**src/common/rp_defines.svh**
```systemverilog
/*
  Shared sizing macros for the scope core
  Channel counts, sample and gain widths, calibration shift
  GPIO and LED widths, bus address width, identification word
*/

`ifndef RP_DEFINES_SVH
`define RP_DEFINES_SVH

////////////////////////////////////////////////////////////////////////////
// Channel counts
////////////////////////////////////////////////////////////////////////////

`define RP_MNA 2            // Acquisition channels
`define RP_MNG 2            // Generator channels

////////////////////////////////////////////////////////////////////////////
// Data path widths
////////////////////////////////////////////////////////////////////////////

`define RP_DW 14            // ADC and DAC sample width
`define RP_MW 16            // Calibration gain width
`define RP_CAL_SHIFT 13     // Gain fraction bits, 8192 is unity

// Peripheral and bus widths
`define RP_GDW 16           // Expansion GPIO pins
`define RP_LW 8             // LEDs
`define RP_AW 8             // Word address

`define RP_ID 32'h5250_0001 // Returned by the ID register

`endif

```
**src/common/rp_regs_pkg.sv**
```systemverilog
/*
  Register map types
  Bus data word and the word address enum of the setting registers
*/

`include "rp_defines.svh"

package rp_regs_pkg;

  // Bus data word
  typedef logic [31:0] reg_data_t;

  // Word addresses of the register bank
  typedef enum logic [`RP_AW-1:0] {
    REG_ID       = 'h00,  // Identification, read only
    REG_MUX      = 'h01,  // Loop bits low, gen bits above
    REG_ADC_MUL0 = 'h02,  // ADC ch0 gain
    REG_ADC_SUM0 = 'h03,  // ADC ch0 offset
    REG_ADC_MUL1 = 'h04,  // ADC ch1 gain
    REG_ADC_SUM1 = 'h05,  // ADC ch1 offset
    REG_DAC_MUL0 = 'h06,  // DAC ch0 gain
    REG_DAC_SUM0 = 'h07,  // DAC ch0 offset
    REG_DAC_MUL1 = 'h08,  // DAC ch1 gain
    REG_DAC_SUM1 = 'h09,  // DAC ch1 offset
    REG_GEN0     = 'h0A,  // Generator level ch0
    REG_GEN1     = 'h0B,  // Generator level ch1
    REG_GPIO_OUT = 'h0C,  // Pin output values
    REG_GPIO_DIR = 'h0D,  // 1 = output
    REG_GPIO_IN  = 'h0E,  // Synchronized pins, read only
    REG_LED      = 'h0F   // LED values
  } reg_addr_e;

endpackage : rp_regs_pkg

```
**src/common/rp_dsp_pkg.sv**
```systemverilog
/*
  Signal path types
  Sample, calibration gain and offset, DAC source selection
*/

`include "rp_defines.svh"

package rp_dsp_pkg;

  // Two's complement sample as seen by ADC and DAC
  typedef logic signed [`RP_DW-1:0] smp_t;

  // Gain with RP_CAL_SHIFT fraction bits
  typedef logic signed [`RP_MW-1:0] cal_mul_t;

  // Offset in sample LSBs
  typedef logic signed [`RP_DW-1:0] cal_sum_t;

  // DAC source per generator channel
  typedef enum logic [1:0] {
    SRC_ZERO = 2'd0,  // Silence
    SRC_LOOP = 2'd1,  // Calibrated ADC loopback
    SRC_GEN  = 2'd2   // Register-held level
  } src_e;

endpackage : rp_dsp_pkg

```
**src/calib/rp_calib.sv**
```systemverilog
/*
  Per-channel calibration pipeline
  Input register, scaled gain product, offset add with 14-bit saturation
  Three cycles of latency, one sample per cycle
*/

`timescale 1ns/1ps

`include "rp_defines.svh"

module rp_calib (
  input  logic                  adc_clk,
  input  logic                  adc_rst,
  input  rp_dsp_pkg::smp_t      dat_i,    // Raw sample
  input  rp_dsp_pkg::cal_mul_t  mul_i,    // Gain, 8192 = 1.0
  input  rp_dsp_pkg::cal_sum_t  sum_i,    // Offset
  output rp_dsp_pkg::smp_t      dat_o     // Calibrated sample
);

  localparam int unsigned PW = `RP_DW + `RP_MW;     // Full product
  localparam int unsigned SW = PW - `RP_CAL_SHIFT;  // After fraction drop
  localparam int unsigned AW = SW + 1;              // Room for offset carry

  // Output range limits
  localparam logic signed [AW-1:0] SAT_MAX = 2**(`RP_DW-1) - 1;
  localparam logic signed [AW-1:0] SAT_MIN = -(2**(`RP_DW-1));

  rp_dsp_pkg::smp_t     dat_q;  // Stage 1
  logic signed [PW-1:0] prod;
  logic signed [SW-1:0] scl_q;  // Stage 2
  logic signed [AW-1:0] acc;

  assign prod = dat_q * mul_i;  // Signed, no overflow at full width
  assign acc  = scl_q + sum_i;

  ////////////////////////////////////////////////////////////////////////////
  // Pipeline
  ////////////////////////////////////////////////////////////////////////////

  always_ff @(posedge adc_clk, posedge adc_rst) begin
    if (adc_rst) begin
      dat_q <= '0;
      scl_q <= '0;
      dat_o <= '0;
    end else begin
      dat_q <= dat_i;
      scl_q <= SW'(prod >>> `RP_CAL_SHIFT);  // Arithmetic, keeps sign
      // Clamp to DAC/ADC code range
      if (acc > SAT_MAX) begin
        dat_o <= SAT_MAX[`RP_DW-1:0];
      end else if (acc < SAT_MIN) begin
        dat_o <= SAT_MIN[`RP_DW-1:0];
      end else begin
        dat_o <= acc[`RP_DW-1:0];
      end
    end
  end

endmodule : rp_calib

```
**src/source/rp_sys_regs.sv**
```systemverilog
/*
  Setting register bank on the strobe bus
  Calibration, DAC source, generator, GPIO and LED registers
  Registered read decode with a one-cycle acknowledge
*/

`timescale 1ns/1ps

`include "rp_defines.svh"

module rp_sys_regs (
  input  logic                                    adc_clk,
  input  logic                                    adc_rst,
  // Strobe bus
  input  logic                                    bus_wen_i,
  input  logic                                    bus_ren_i,
  input  rp_regs_pkg::reg_addr_e                  bus_addr_i,
  input  rp_regs_pkg::reg_data_t                  bus_wdata_i,
  output rp_regs_pkg::reg_data_t                  bus_rdata_o,
  output logic                                    bus_rack_o,
  // Calibration settings
  output rp_dsp_pkg::cal_mul_t [`RP_MNA-1:0]      adc_mul_o,
  output rp_dsp_pkg::cal_sum_t [`RP_MNA-1:0]      adc_sum_o,
  output rp_dsp_pkg::cal_mul_t [`RP_MNG-1:0]      dac_mul_o,
  output rp_dsp_pkg::cal_sum_t [`RP_MNG-1:0]      dac_sum_o,
  // DAC source and generator levels
  output rp_dsp_pkg::src_e     [`RP_MNG-1:0]      src_o,
  output rp_dsp_pkg::smp_t     [`RP_MNG-1:0]      gen_o,
  // GPIO and LED
  input  logic                 [`RP_GDW-1:0]      gpio_i,
  output logic                 [`RP_GDW-1:0]      gpio_o,
  output logic                 [`RP_GDW-1:0]      gpio_t_o,  // 1 = input
  output logic                 [`RP_LW-1:0]       led_o
);

  logic [`RP_MNG-1:0]     mux_loop;  // ADC loopback per channel
  logic [`RP_MNG-1:0]     mux_gen;   // Generator level per channel
  logic [`RP_GDW-1:0]     gpio_meta;
  logic [`RP_GDW-1:0]     gpio_sync;
  rp_regs_pkg::reg_data_t rdata;

  // Loop beats gen, neither gives silence
  always_comb begin
    for (int i = 0; i < `RP_MNG; i++) begin
      src_o[i] = mux_loop[i] ? rp_dsp_pkg::SRC_LOOP :
                 mux_gen[i]  ? rp_dsp_pkg::SRC_GEN  : rp_dsp_pkg::SRC_ZERO;
    end
  end

  ////////////////////////////////////////////////////////////////////////////
  // Write decode
  ////////////////////////////////////////////////////////////////////////////

  always_ff @(posedge adc_clk, posedge adc_rst) begin
    if (adc_rst) begin
      mux_loop  <= '0;
      mux_gen   <= '0;
      adc_mul_o <= {`RP_MNA{rp_dsp_pkg::cal_mul_t'(1 << `RP_CAL_SHIFT)}};  // Unity
      adc_sum_o <= '0;
      dac_mul_o <= {`RP_MNG{rp_dsp_pkg::cal_mul_t'(1 << `RP_CAL_SHIFT)}};
      dac_sum_o <= '0;
      gen_o     <= '0;
      gpio_o    <= '0;
      gpio_t_o  <= '1;  // All pins start as inputs
      led_o     <= '0;
    end else if (bus_wen_i) begin
      case (bus_addr_i)
        rp_regs_pkg::REG_MUX: begin
          mux_loop <= bus_wdata_i[`RP_MNG-1:0];
          mux_gen  <= bus_wdata_i[2*`RP_MNG-1:`RP_MNG];
        end
        rp_regs_pkg::REG_ADC_MUL0: adc_mul_o[0] <= bus_wdata_i[`RP_MW-1:0];
        rp_regs_pkg::REG_ADC_SUM0: adc_sum_o[0] <= bus_wdata_i[`RP_DW-1:0];
        rp_regs_pkg::REG_ADC_MUL1: adc_mul_o[1] <= bus_wdata_i[`RP_MW-1:0];
        rp_regs_pkg::REG_ADC_SUM1: adc_sum_o[1] <= bus_wdata_i[`RP_DW-1:0];
        rp_regs_pkg::REG_DAC_MUL0: dac_mul_o[0] <= bus_wdata_i[`RP_MW-1:0];
        rp_regs_pkg::REG_DAC_SUM0: dac_sum_o[0] <= bus_wdata_i[`RP_DW-1:0];
        rp_regs_pkg::REG_DAC_MUL1: dac_mul_o[1] <= bus_wdata_i[`RP_MW-1:0];
        rp_regs_pkg::REG_DAC_SUM1: dac_sum_o[1] <= bus_wdata_i[`RP_DW-1:0];
        rp_regs_pkg::REG_GEN0:     gen_o[0]     <= bus_wdata_i[`RP_DW-1:0];
        rp_regs_pkg::REG_GEN1:     gen_o[1]     <= bus_wdata_i[`RP_DW-1:0];
        rp_regs_pkg::REG_GPIO_OUT: gpio_o       <= bus_wdata_i[`RP_GDW-1:0];
        rp_regs_pkg::REG_GPIO_DIR: gpio_t_o     <= ~bus_wdata_i[`RP_GDW-1:0];
        rp_regs_pkg::REG_LED:      led_o        <= bus_wdata_i[`RP_LW-1:0];
        default: ;  // ID, GPIO_IN and holes ignore writes
      endcase
    end
  end

  // Two-flop synchronizer on the pins
  always_ff @(posedge adc_clk, posedge adc_rst) begin
    if (adc_rst) begin
      gpio_meta <= '0;
      gpio_sync <= '0;
    end else begin
      gpio_meta <= gpio_i;
      gpio_sync <= gpio_meta;
    end
  end

  ////////////////////////////////////////////////////////////////////////////
  // Read decode
  ////////////////////////////////////////////////////////////////////////////

  // Signed fields come back sign extended
  always_comb begin
    case (bus_addr_i)
      rp_regs_pkg::REG_ID:       rdata = `RP_ID;
      rp_regs_pkg::REG_MUX:      rdata = {{(32-2*`RP_MNG){1'b0}}, mux_gen, mux_loop};
      rp_regs_pkg::REG_ADC_MUL0: rdata = 32'(signed'(adc_mul_o[0]));
      rp_regs_pkg::REG_ADC_SUM0: rdata = 32'(signed'(adc_sum_o[0]));
      rp_regs_pkg::REG_ADC_MUL1: rdata = 32'(signed'(adc_mul_o[1]));
      rp_regs_pkg::REG_ADC_SUM1: rdata = 32'(signed'(adc_sum_o[1]));
      rp_regs_pkg::REG_DAC_MUL0: rdata = 32'(signed'(dac_mul_o[0]));
      rp_regs_pkg::REG_DAC_SUM0: rdata = 32'(signed'(dac_sum_o[0]));
      rp_regs_pkg::REG_DAC_MUL1: rdata = 32'(signed'(dac_mul_o[1]));
      rp_regs_pkg::REG_DAC_SUM1: rdata = 32'(signed'(dac_sum_o[1]));
      rp_regs_pkg::REG_GEN0:     rdata = 32'(signed'(gen_o[0]));
      rp_regs_pkg::REG_GEN1:     rdata = 32'(signed'(gen_o[1]));
      rp_regs_pkg::REG_GPIO_OUT: rdata = {{(32-`RP_GDW){1'b0}}, gpio_o};
      rp_regs_pkg::REG_GPIO_DIR: rdata = {{(32-`RP_GDW){1'b0}}, ~gpio_t_o};
      rp_regs_pkg::REG_GPIO_IN:  rdata = {{(32-`RP_GDW){1'b0}}, gpio_sync};
      rp_regs_pkg::REG_LED:      rdata = {{(32-`RP_LW){1'b0}}, led_o};
      default:                   rdata = '0;  // Unmapped
    endcase
  end

  // Acknowledge one cycle after the strobe
  always_ff @(posedge adc_clk, posedge adc_rst) begin
    if (adc_rst) begin
      bus_rack_o <= 1'b0;
    end else begin
      bus_rack_o <= bus_ren_i;
    end
  end

  always_ff @(posedge adc_clk) begin
    if (bus_ren_i) begin
      bus_rdata_o <= rdata;  // Held until the next read
    end
  end

endmodule : rp_sys_regs

```
**src/source/rp_stream_mux.sv**
```systemverilog
/*
  DAC source selector
  Registers loopback, generator level or zero for each generator channel
*/

`timescale 1ns/1ps

`include "rp_defines.svh"

module rp_stream_mux (
  input  logic                                adc_clk,
  input  logic                                adc_rst,
  input  rp_dsp_pkg::smp_t [`RP_MNA-1:0]      adc_smp_i,  // Calibrated ADC
  input  rp_dsp_pkg::smp_t [`RP_MNG-1:0]      gen_i,      // Generator levels
  input  rp_dsp_pkg::src_e [`RP_MNG-1:0]      src_i,      // Per-channel source
  output rp_dsp_pkg::smp_t [`RP_MNG-1:0]      dac_smp_o   // Toward DAC calibration
);

  ////////////////////////////////////////////////////////////////////////////
  // One register stage per channel
  ////////////////////////////////////////////////////////////////////////////

  always_ff @(posedge adc_clk, posedge adc_rst) begin
    if (adc_rst) begin
      dac_smp_o <= '0;
    end else begin
      for (int i = 0; i < `RP_MNG; i++) begin
        case (src_i[i])
          rp_dsp_pkg::SRC_LOOP: dac_smp_o[i] <= adc_smp_i[i];  // Same index
          rp_dsp_pkg::SRC_GEN:  dac_smp_o[i] <= gen_i[i];
          default:              dac_smp_o[i] <= '0;            // Silence
        endcase
      end
    end
  end

endmodule : rp_stream_mux

```
**src/source/rp_top.sv**
```systemverilog
/*
  Scope and generator core top level
  Reset release flop, register bank, ADC and DAC calibration
  DAC source selection, GPIO and LED ports
*/

`timescale 1ns/1ps

`include "rp_defines.svh"

module rp_top (
  input  logic                                adc_clk,
  input  logic                                top_rst,      // Async, active high
  // Strobe bus
  input  logic                                bus_wen_i,
  input  logic                                bus_ren_i,
  input  rp_regs_pkg::reg_addr_e              bus_addr_i,
  input  rp_regs_pkg::reg_data_t              bus_wdata_i,
  output rp_regs_pkg::reg_data_t              bus_rdata_o,
  output logic                                bus_rack_o,
  // ADC and DAC samples
  input  rp_dsp_pkg::smp_t [`RP_MNA-1:0]      adc_dat_i,
  output rp_dsp_pkg::smp_t [`RP_MNA-1:0]      adc_smp_o,    // Calibrated ADC
  output rp_dsp_pkg::smp_t [`RP_MNG-1:0]      dac_dat_o,
  // Expansion GPIO and LED
  input  logic             [`RP_GDW-1:0]      gpio_i,
  output logic             [`RP_GDW-1:0]      gpio_o,
  output logic             [`RP_GDW-1:0]      gpio_t_o,     // 1 = input
  output logic             [`RP_LW-1:0]       led_o
);

  logic                                  adc_rst;
  rp_dsp_pkg::cal_mul_t [`RP_MNA-1:0]    adc_mul;
  rp_dsp_pkg::cal_sum_t [`RP_MNA-1:0]    adc_sum;
  rp_dsp_pkg::cal_mul_t [`RP_MNG-1:0]    dac_mul;
  rp_dsp_pkg::cal_sum_t [`RP_MNG-1:0]    dac_sum;
  rp_dsp_pkg::cal_sum_t [`RP_MNG-1:0]    dac_sum_g;  // Offset seen by DAC calibration
  rp_dsp_pkg::src_e     [`RP_MNG-1:0]    src;
  rp_dsp_pkg::smp_t     [`RP_MNG-1:0]    gen;
  rp_dsp_pkg::smp_t     [`RP_MNG-1:0]    dac_smp;  // Selected, uncalibrated

  ////////////////////////////////////////////////////////////////////////////
  // Reset release
  ////////////////////////////////////////////////////////////////////////////

  // Asserts at once and drops on the first clock after top_rst falls
  always_ff @(posedge adc_clk, posedge top_rst) begin
    if (top_rst) begin
      adc_rst <= 1'b1;
    end else begin
      adc_rst <= 1'b0;
    end
  end

  rp_sys_regs i_regs (
    .adc_clk     (adc_clk),
    .adc_rst     (adc_rst),
    .bus_wen_i   (bus_wen_i),
    .bus_ren_i   (bus_ren_i),
    .bus_addr_i  (bus_addr_i),
    .bus_wdata_i (bus_wdata_i),
    .bus_rdata_o (bus_rdata_o),
    .bus_rack_o  (bus_rack_o),
    .adc_mul_o   (adc_mul),
    .adc_sum_o   (adc_sum),
    .dac_mul_o   (dac_mul),
    .dac_sum_o   (dac_sum),
    .src_o       (src),
    .gen_o       (gen),
    .gpio_i      (gpio_i),
    .gpio_o      (gpio_o),
    .gpio_t_o    (gpio_t_o),
    .led_o       (led_o)
  );

  ////////////////////////////////////////////////////////////////////////////
  // Signal path
  ////////////////////////////////////////////////////////////////////////////

  for (genvar i = 0; i < `RP_MNA; i++) begin : g_adc
    rp_calib i_cal (
      .adc_clk (adc_clk),
      .adc_rst (adc_rst),
      .dat_i   (adc_dat_i[i]),
      .mul_i   (adc_mul[i]),
      .sum_i   (adc_sum[i]),
      .dat_o   (adc_smp_o[i])  // Also feeds loopback
    );
  end

  rp_stream_mux i_mux (
    .adc_clk   (adc_clk),
    .adc_rst   (adc_rst),
    .adc_smp_i (adc_smp_o),
    .gen_i     (gen),
    .src_i     (src),
    .dac_smp_o (dac_smp)
  );

  // Silent channels drop the offset so the DAC sits at code zero
  always_comb begin
    for (int i = 0; i < `RP_MNG; i++) begin
      dac_sum_g[i] = (src[i] == rp_dsp_pkg::SRC_ZERO) ? rp_dsp_pkg::cal_sum_t'(0) : dac_sum[i];
    end
  end

  for (genvar i = 0; i < `RP_MNG; i++) begin : g_dac
    rp_calib i_cal (
      .adc_clk (adc_clk),
      .adc_rst (adc_rst),
      .dat_i   (dac_smp[i]),
      .mul_i   (dac_mul[i]),
      .sum_i   (dac_sum_g[i]),
      .dat_o   (dac_dat_o[i])
    );
  end

endmodule : rp_top

```
**config.mk**
```make
export PLATFORM = sky130hd
export DESIGN_NAME = rp_top
export DESIGN_NICKNAME = d
export VERILOG_FILES = /design/src/common/rp_regs_pkg.sv /design/src/common/rp_dsp_pkg.sv /design/src/calib/rp_calib.sv /design/src/source/rp_sys_regs.sv /design/src/source/rp_stream_mux.sv /design/src/source/rp_top.sv
export VERILOG_INCLUDE_DIRS = /design/src /design/src/common
export SDC_FILE = /design/constraint.sdc
export NUM_CORES = 2
export LEC_CHECK = 0
export BUFFER_PORTS_ARGS = -buffer_cell sky130_fd_sc_hd__buf_2
export CORE_MARGIN = 2
export CORE_UTILIZATION = 50
export CTS_CLUSTER_DIAMETER = 50
export CTS_CLUSTER_SIZE = 8
export DETAILED_ROUTE_END_ITERATION = 8
export PLACE_DENSITY = 0.67
export SYNTH_ARGS = -nofsm -noshare
export SYNTH_HDL_FRONTEND = slang
export SYNTH_SLANG_ARGS = --single-unit
```
**constraint.sdc**
```tcl
create_clock -name adc_clk -period 14 [get_ports adc_clk]
set_input_delay 1.4 -clock adc_clk [delete_from_list [all_inputs] [get_ports adc_clk]]
set_output_delay 1.4 -clock adc_clk [all_outputs]
set_load 0.005 [all_outputs]
```
==> flow_metrics.tcl <==
set metrics [dict create \
    multiInputGateArea_sq_um 35000 \
    via_per_inst 5.54 \
    rsz0062_at_grt "no" \
    setup_viol 0 \
    dr_wl_met3_mm 14.5 \
    synth_nets 6210 \
    die_w_microns 323 \
    slew_violations 0 \
    worstMarginPinSlew_ns 1.23 \
    arrival_ns 7.46 \
    startpoint_type "register" \
    min_path_type "reg -> reg" \
    grt_pass1_vias 37600 \
    dieHeight_microns 323 \
    skew_ns 0.0325 \
    ioPinCount 217 \
    seq_area_frac_synth_pct 22.5 \
    crit_buf_inv 7 \
    synth_top_area_share_pct 34.5 \
    drt_iter0_drc 2699 \
    critPathMaxFanout 16 \
    hold-worst-slack_ns 0.334 \
    worstSetupEndpointType "register" \
    wl_per_cell_microns 21.4 \
    ys.flop_type "dfrtp_1" \
    groute.usage.overall_pct 27.6 \
    max_slew_margin_pct 17.8 \
    async_reset_ff_share_pct 96.0 \
    drt_wl_total_mm 138 \
    wl_met1_mm 57.4 \
    finalCritPeriodShare_pct 49.4 \
    synth_edf_count 18 \
    cp_top_family "adder cells" \
    final_common_cell "inv_1" \
    firstDrtPassIters 7 \
    cts_resized 0 \
    maxUsedRoutingLayer "met5" \
    root_buffer "clkbuf_16" \
    drcViolationCount 0 \
    cts_tree "built" \
    clock.fmax_ghz 0.144 \
    power_per_cell_area_nw_per_um2 91.6 \
    path_cells "and2_1, fa_1, inv_1, fa_1, inv_1, fa_1, inv_1, fa_1, inv_1, fa_1, inv_1, fa_1, inv_1, ha_1, a2111oi_0, inv_1, a32oi_1, a21oi_1, o211ai_1, a21oi_1, or2_2, a21oi_1, xnor2_1" \
    synth_largest_area_cell "fa_1" \
    htreeDepth 3 \
    cts-buffers-inserted 75 \
    dieArea_sq_um 104000 \
    gp_congestion 0.944 \
    path_class "reg -> reg" \
    yosysWarningCount 0 \
    yosys-top-cells-area "fa_1 34%, dfrtp_1 20%, ha_1 8.4%" \
    start_util_pct 50.6 \
    drive_gt1_share_pct 11.1 \
    ir_drop_mv 0.113 \
    core_sq_um 100000 \
    clk_latency_ns 0.64 \
    grt_max_degree 176 \
    layout_common_cells "967 x inv_1, 876 x fa_1, 468 x and2_1, 449 x nand2_1, 413 x dfrtp_1" \
    cts.sinks 452 \
    setup-tns-final_ns 0 \
    cts_hold_buf 0 \
    grt-ovfl-total 0 \
    synth_seq_cells 452 \
    io_buffers 200 \
    dp_hpwl_mm 106 \
    antenna_found_initial 12 \
    final-hold-violation-count 0 \
    period_needed_ns 6.92 \
    p_leak_nw 28.7 \
    grt_pass1_wl_mm 217 \
    maxCapViolCount 0 \
    cts_setup_buffers 0 \
    critPathSlowestCell "a2111oi_0" \
    syn-cell-area_sq_um 50800 \
    row_count 116 \
    synthCells 4906 \
    ff_latch_area_sq_um 11400 \
    cp.required_ns 14.54 \
    cts_max_path_buffers 3 \
    crit_top_cell "inv_1" \
    fillers 8940 \
    nNetsFinal 6330 \
    syn2layout_area_growth_pct 8.84 \
    met2_wirelength_mm 61.2 \
    drt.antenna.violating_nets 0 \
    status "finished clean" \
    synth_cell_types 86 \
    cts.clk_slew.worst_paths_ns 0.05 \
    cp_slowest_stage_delay_ns 0.70 \
    via_count 35700 \
    syn_area_per_cell_sq_um 10.4 \
]
power by group:
part | total (W) | switching [W] | internal [W]
registers | 0.00176 | 0.000257 | 0.00150
clock network | 0.00171 | 0.000670 | 0.00104
logic | 0.00159 | 0.000902 | 0.000691
per-layer routing:
metal  global-route usage [%]  vias up
met5                        0        -
met4                     9.13       10
met3                     7.73      252
met2                     42.1     1474
met1                     38.1    18500
li1                         -    15500
synthesized netlist by cell type (20+ instances only):
| master | count |
|---|---|
| inv_1 | 968 |
| xor2_1 | 47 |
| o21ai_0 | 97 |
| nand3_1 | 25 |
| a221oi_1 | 25 |
| and2_1 | 468 |
| nor3_1 | 28 |
| o21a_1 | 22 |
| nor2b_1 | 42 |
| dfrtp_1 | 413 |
| a22o_1 | 39 |
| a22oi_1 | 39 |
| xnor2_1 | 110 |
| dfstp_2 | 21 |
| fa_1 | 876 |
| nand2_1 | 449 |
| a21oi_1 | 80 |
| ha_1 | 340 |
| clkbuf_1 | 166 |
| mux2_2 | 177 |
| nand2b_1 | 33 |
| a21o_1 | 59 |
| nor2_1 | 134 |
| nand4_1 | 20 |
worst paths after layout:
kind                                      startpoint                       end  slack (ns)  depth (start not counted)
max in group asynchronous                    adc_rst   g_dac[0].i_cal.dat_o[8]       11.11                          3
worst min-delay path             i_mux.dac_smp_o[16]   g_dac[1].i_cal.dat_q[2]        0.33                          0
worst min register to register   i_mux.dac_smp_o[16]   g_dac[1].i_cal.dat_q[2]        0.33                          0
worst max-delay path            i_regs.dac_mul_o[23]  g_dac[1].i_cal.scl_q[13]        7.08                         23
min in group asynchronous                    adc_rst         i_regs.gpio_o[10]        0.43                          1
worst max register to register  i_regs.dac_mul_o[23]  g_dac[1].i_cal.scl_q[13]        7.08                         23
through the flow:
| stage | instances | area, sq um | setup WS [ns] | utilization, % | power [W] |
|---|---|---|---|---|---|
| final | 6442 | 55300 | 7.08 | 55.1 | 0.00507 |
| after global routing | 6441 | 55300 | 6.58 | 55.1 | 0.00539 |
| after CTS | 6441 | 55300 | 6.93 | 55.1 | 0.00509 |
| after detailed placement | 6306 | 53000 | 6.97 | 52.8 | 0.00335 |
| after global placement | 6306 | 53000 | 6.99 | 52.8 | 0.00331 |
| after floorplan | 4906 | 50800 | 1.68 | - | 0.00283 |
sequential cells by signal, summed over array words and instances (netlist names):
register and cells:
g_adc.i_cal.scl_q 34, g_dac.i_cal.scl_q 34, i_regs.adc_mul_o 32, i_regs.dac_mul_o 32
g_adc.i_cal.dat_o 28, g_adc.i_cal.dat_q 28, g_dac.i_cal.dat_o 28, g_dac.i_cal.dat_q 28
i_mux.dac_smp_o 28, i_regs.adc_sum_o 28, i_regs.dac_sum_o 28, i_regs.gen_o 28
i_regs.bus_rdata_o 18, i_regs.gpio_meta 16, i_regs.gpio_o 16, i_regs.gpio_sync 16
i_regs.gpio_t_o 16, i_regs.led_o 8, i_regs.mux_gen 2, i_regs.mux_loop 2
adc_rst 1, i_regs.bus_rack_o 1
final cells by class:
type	instances	area share, %
clock inverter	19	0.402
tap	1357	3.07
clock buffer	116	3.74
timing repair buffer	236	2.32
sequential	452	20.6
antenna	1	0.00452
multi-input combinational	3293	63.2
inverter	968	6.58
cells by family after synthesis:
group                      after synthesis  share of synthesized area, %
muxes                                  180                          4.00
and+or+nand+nor                       1244                          12.4
other                                    1                       0.00737
adders and majority gates             1216                          42.9
buffers and inverters                 1161                          8.71
xor gates and xnor gates               157                          2.70
DFF                                    452                          22.5
AOI/OAI and AO/OA                      495                          6.86
(Power assumes the default switching activity.)
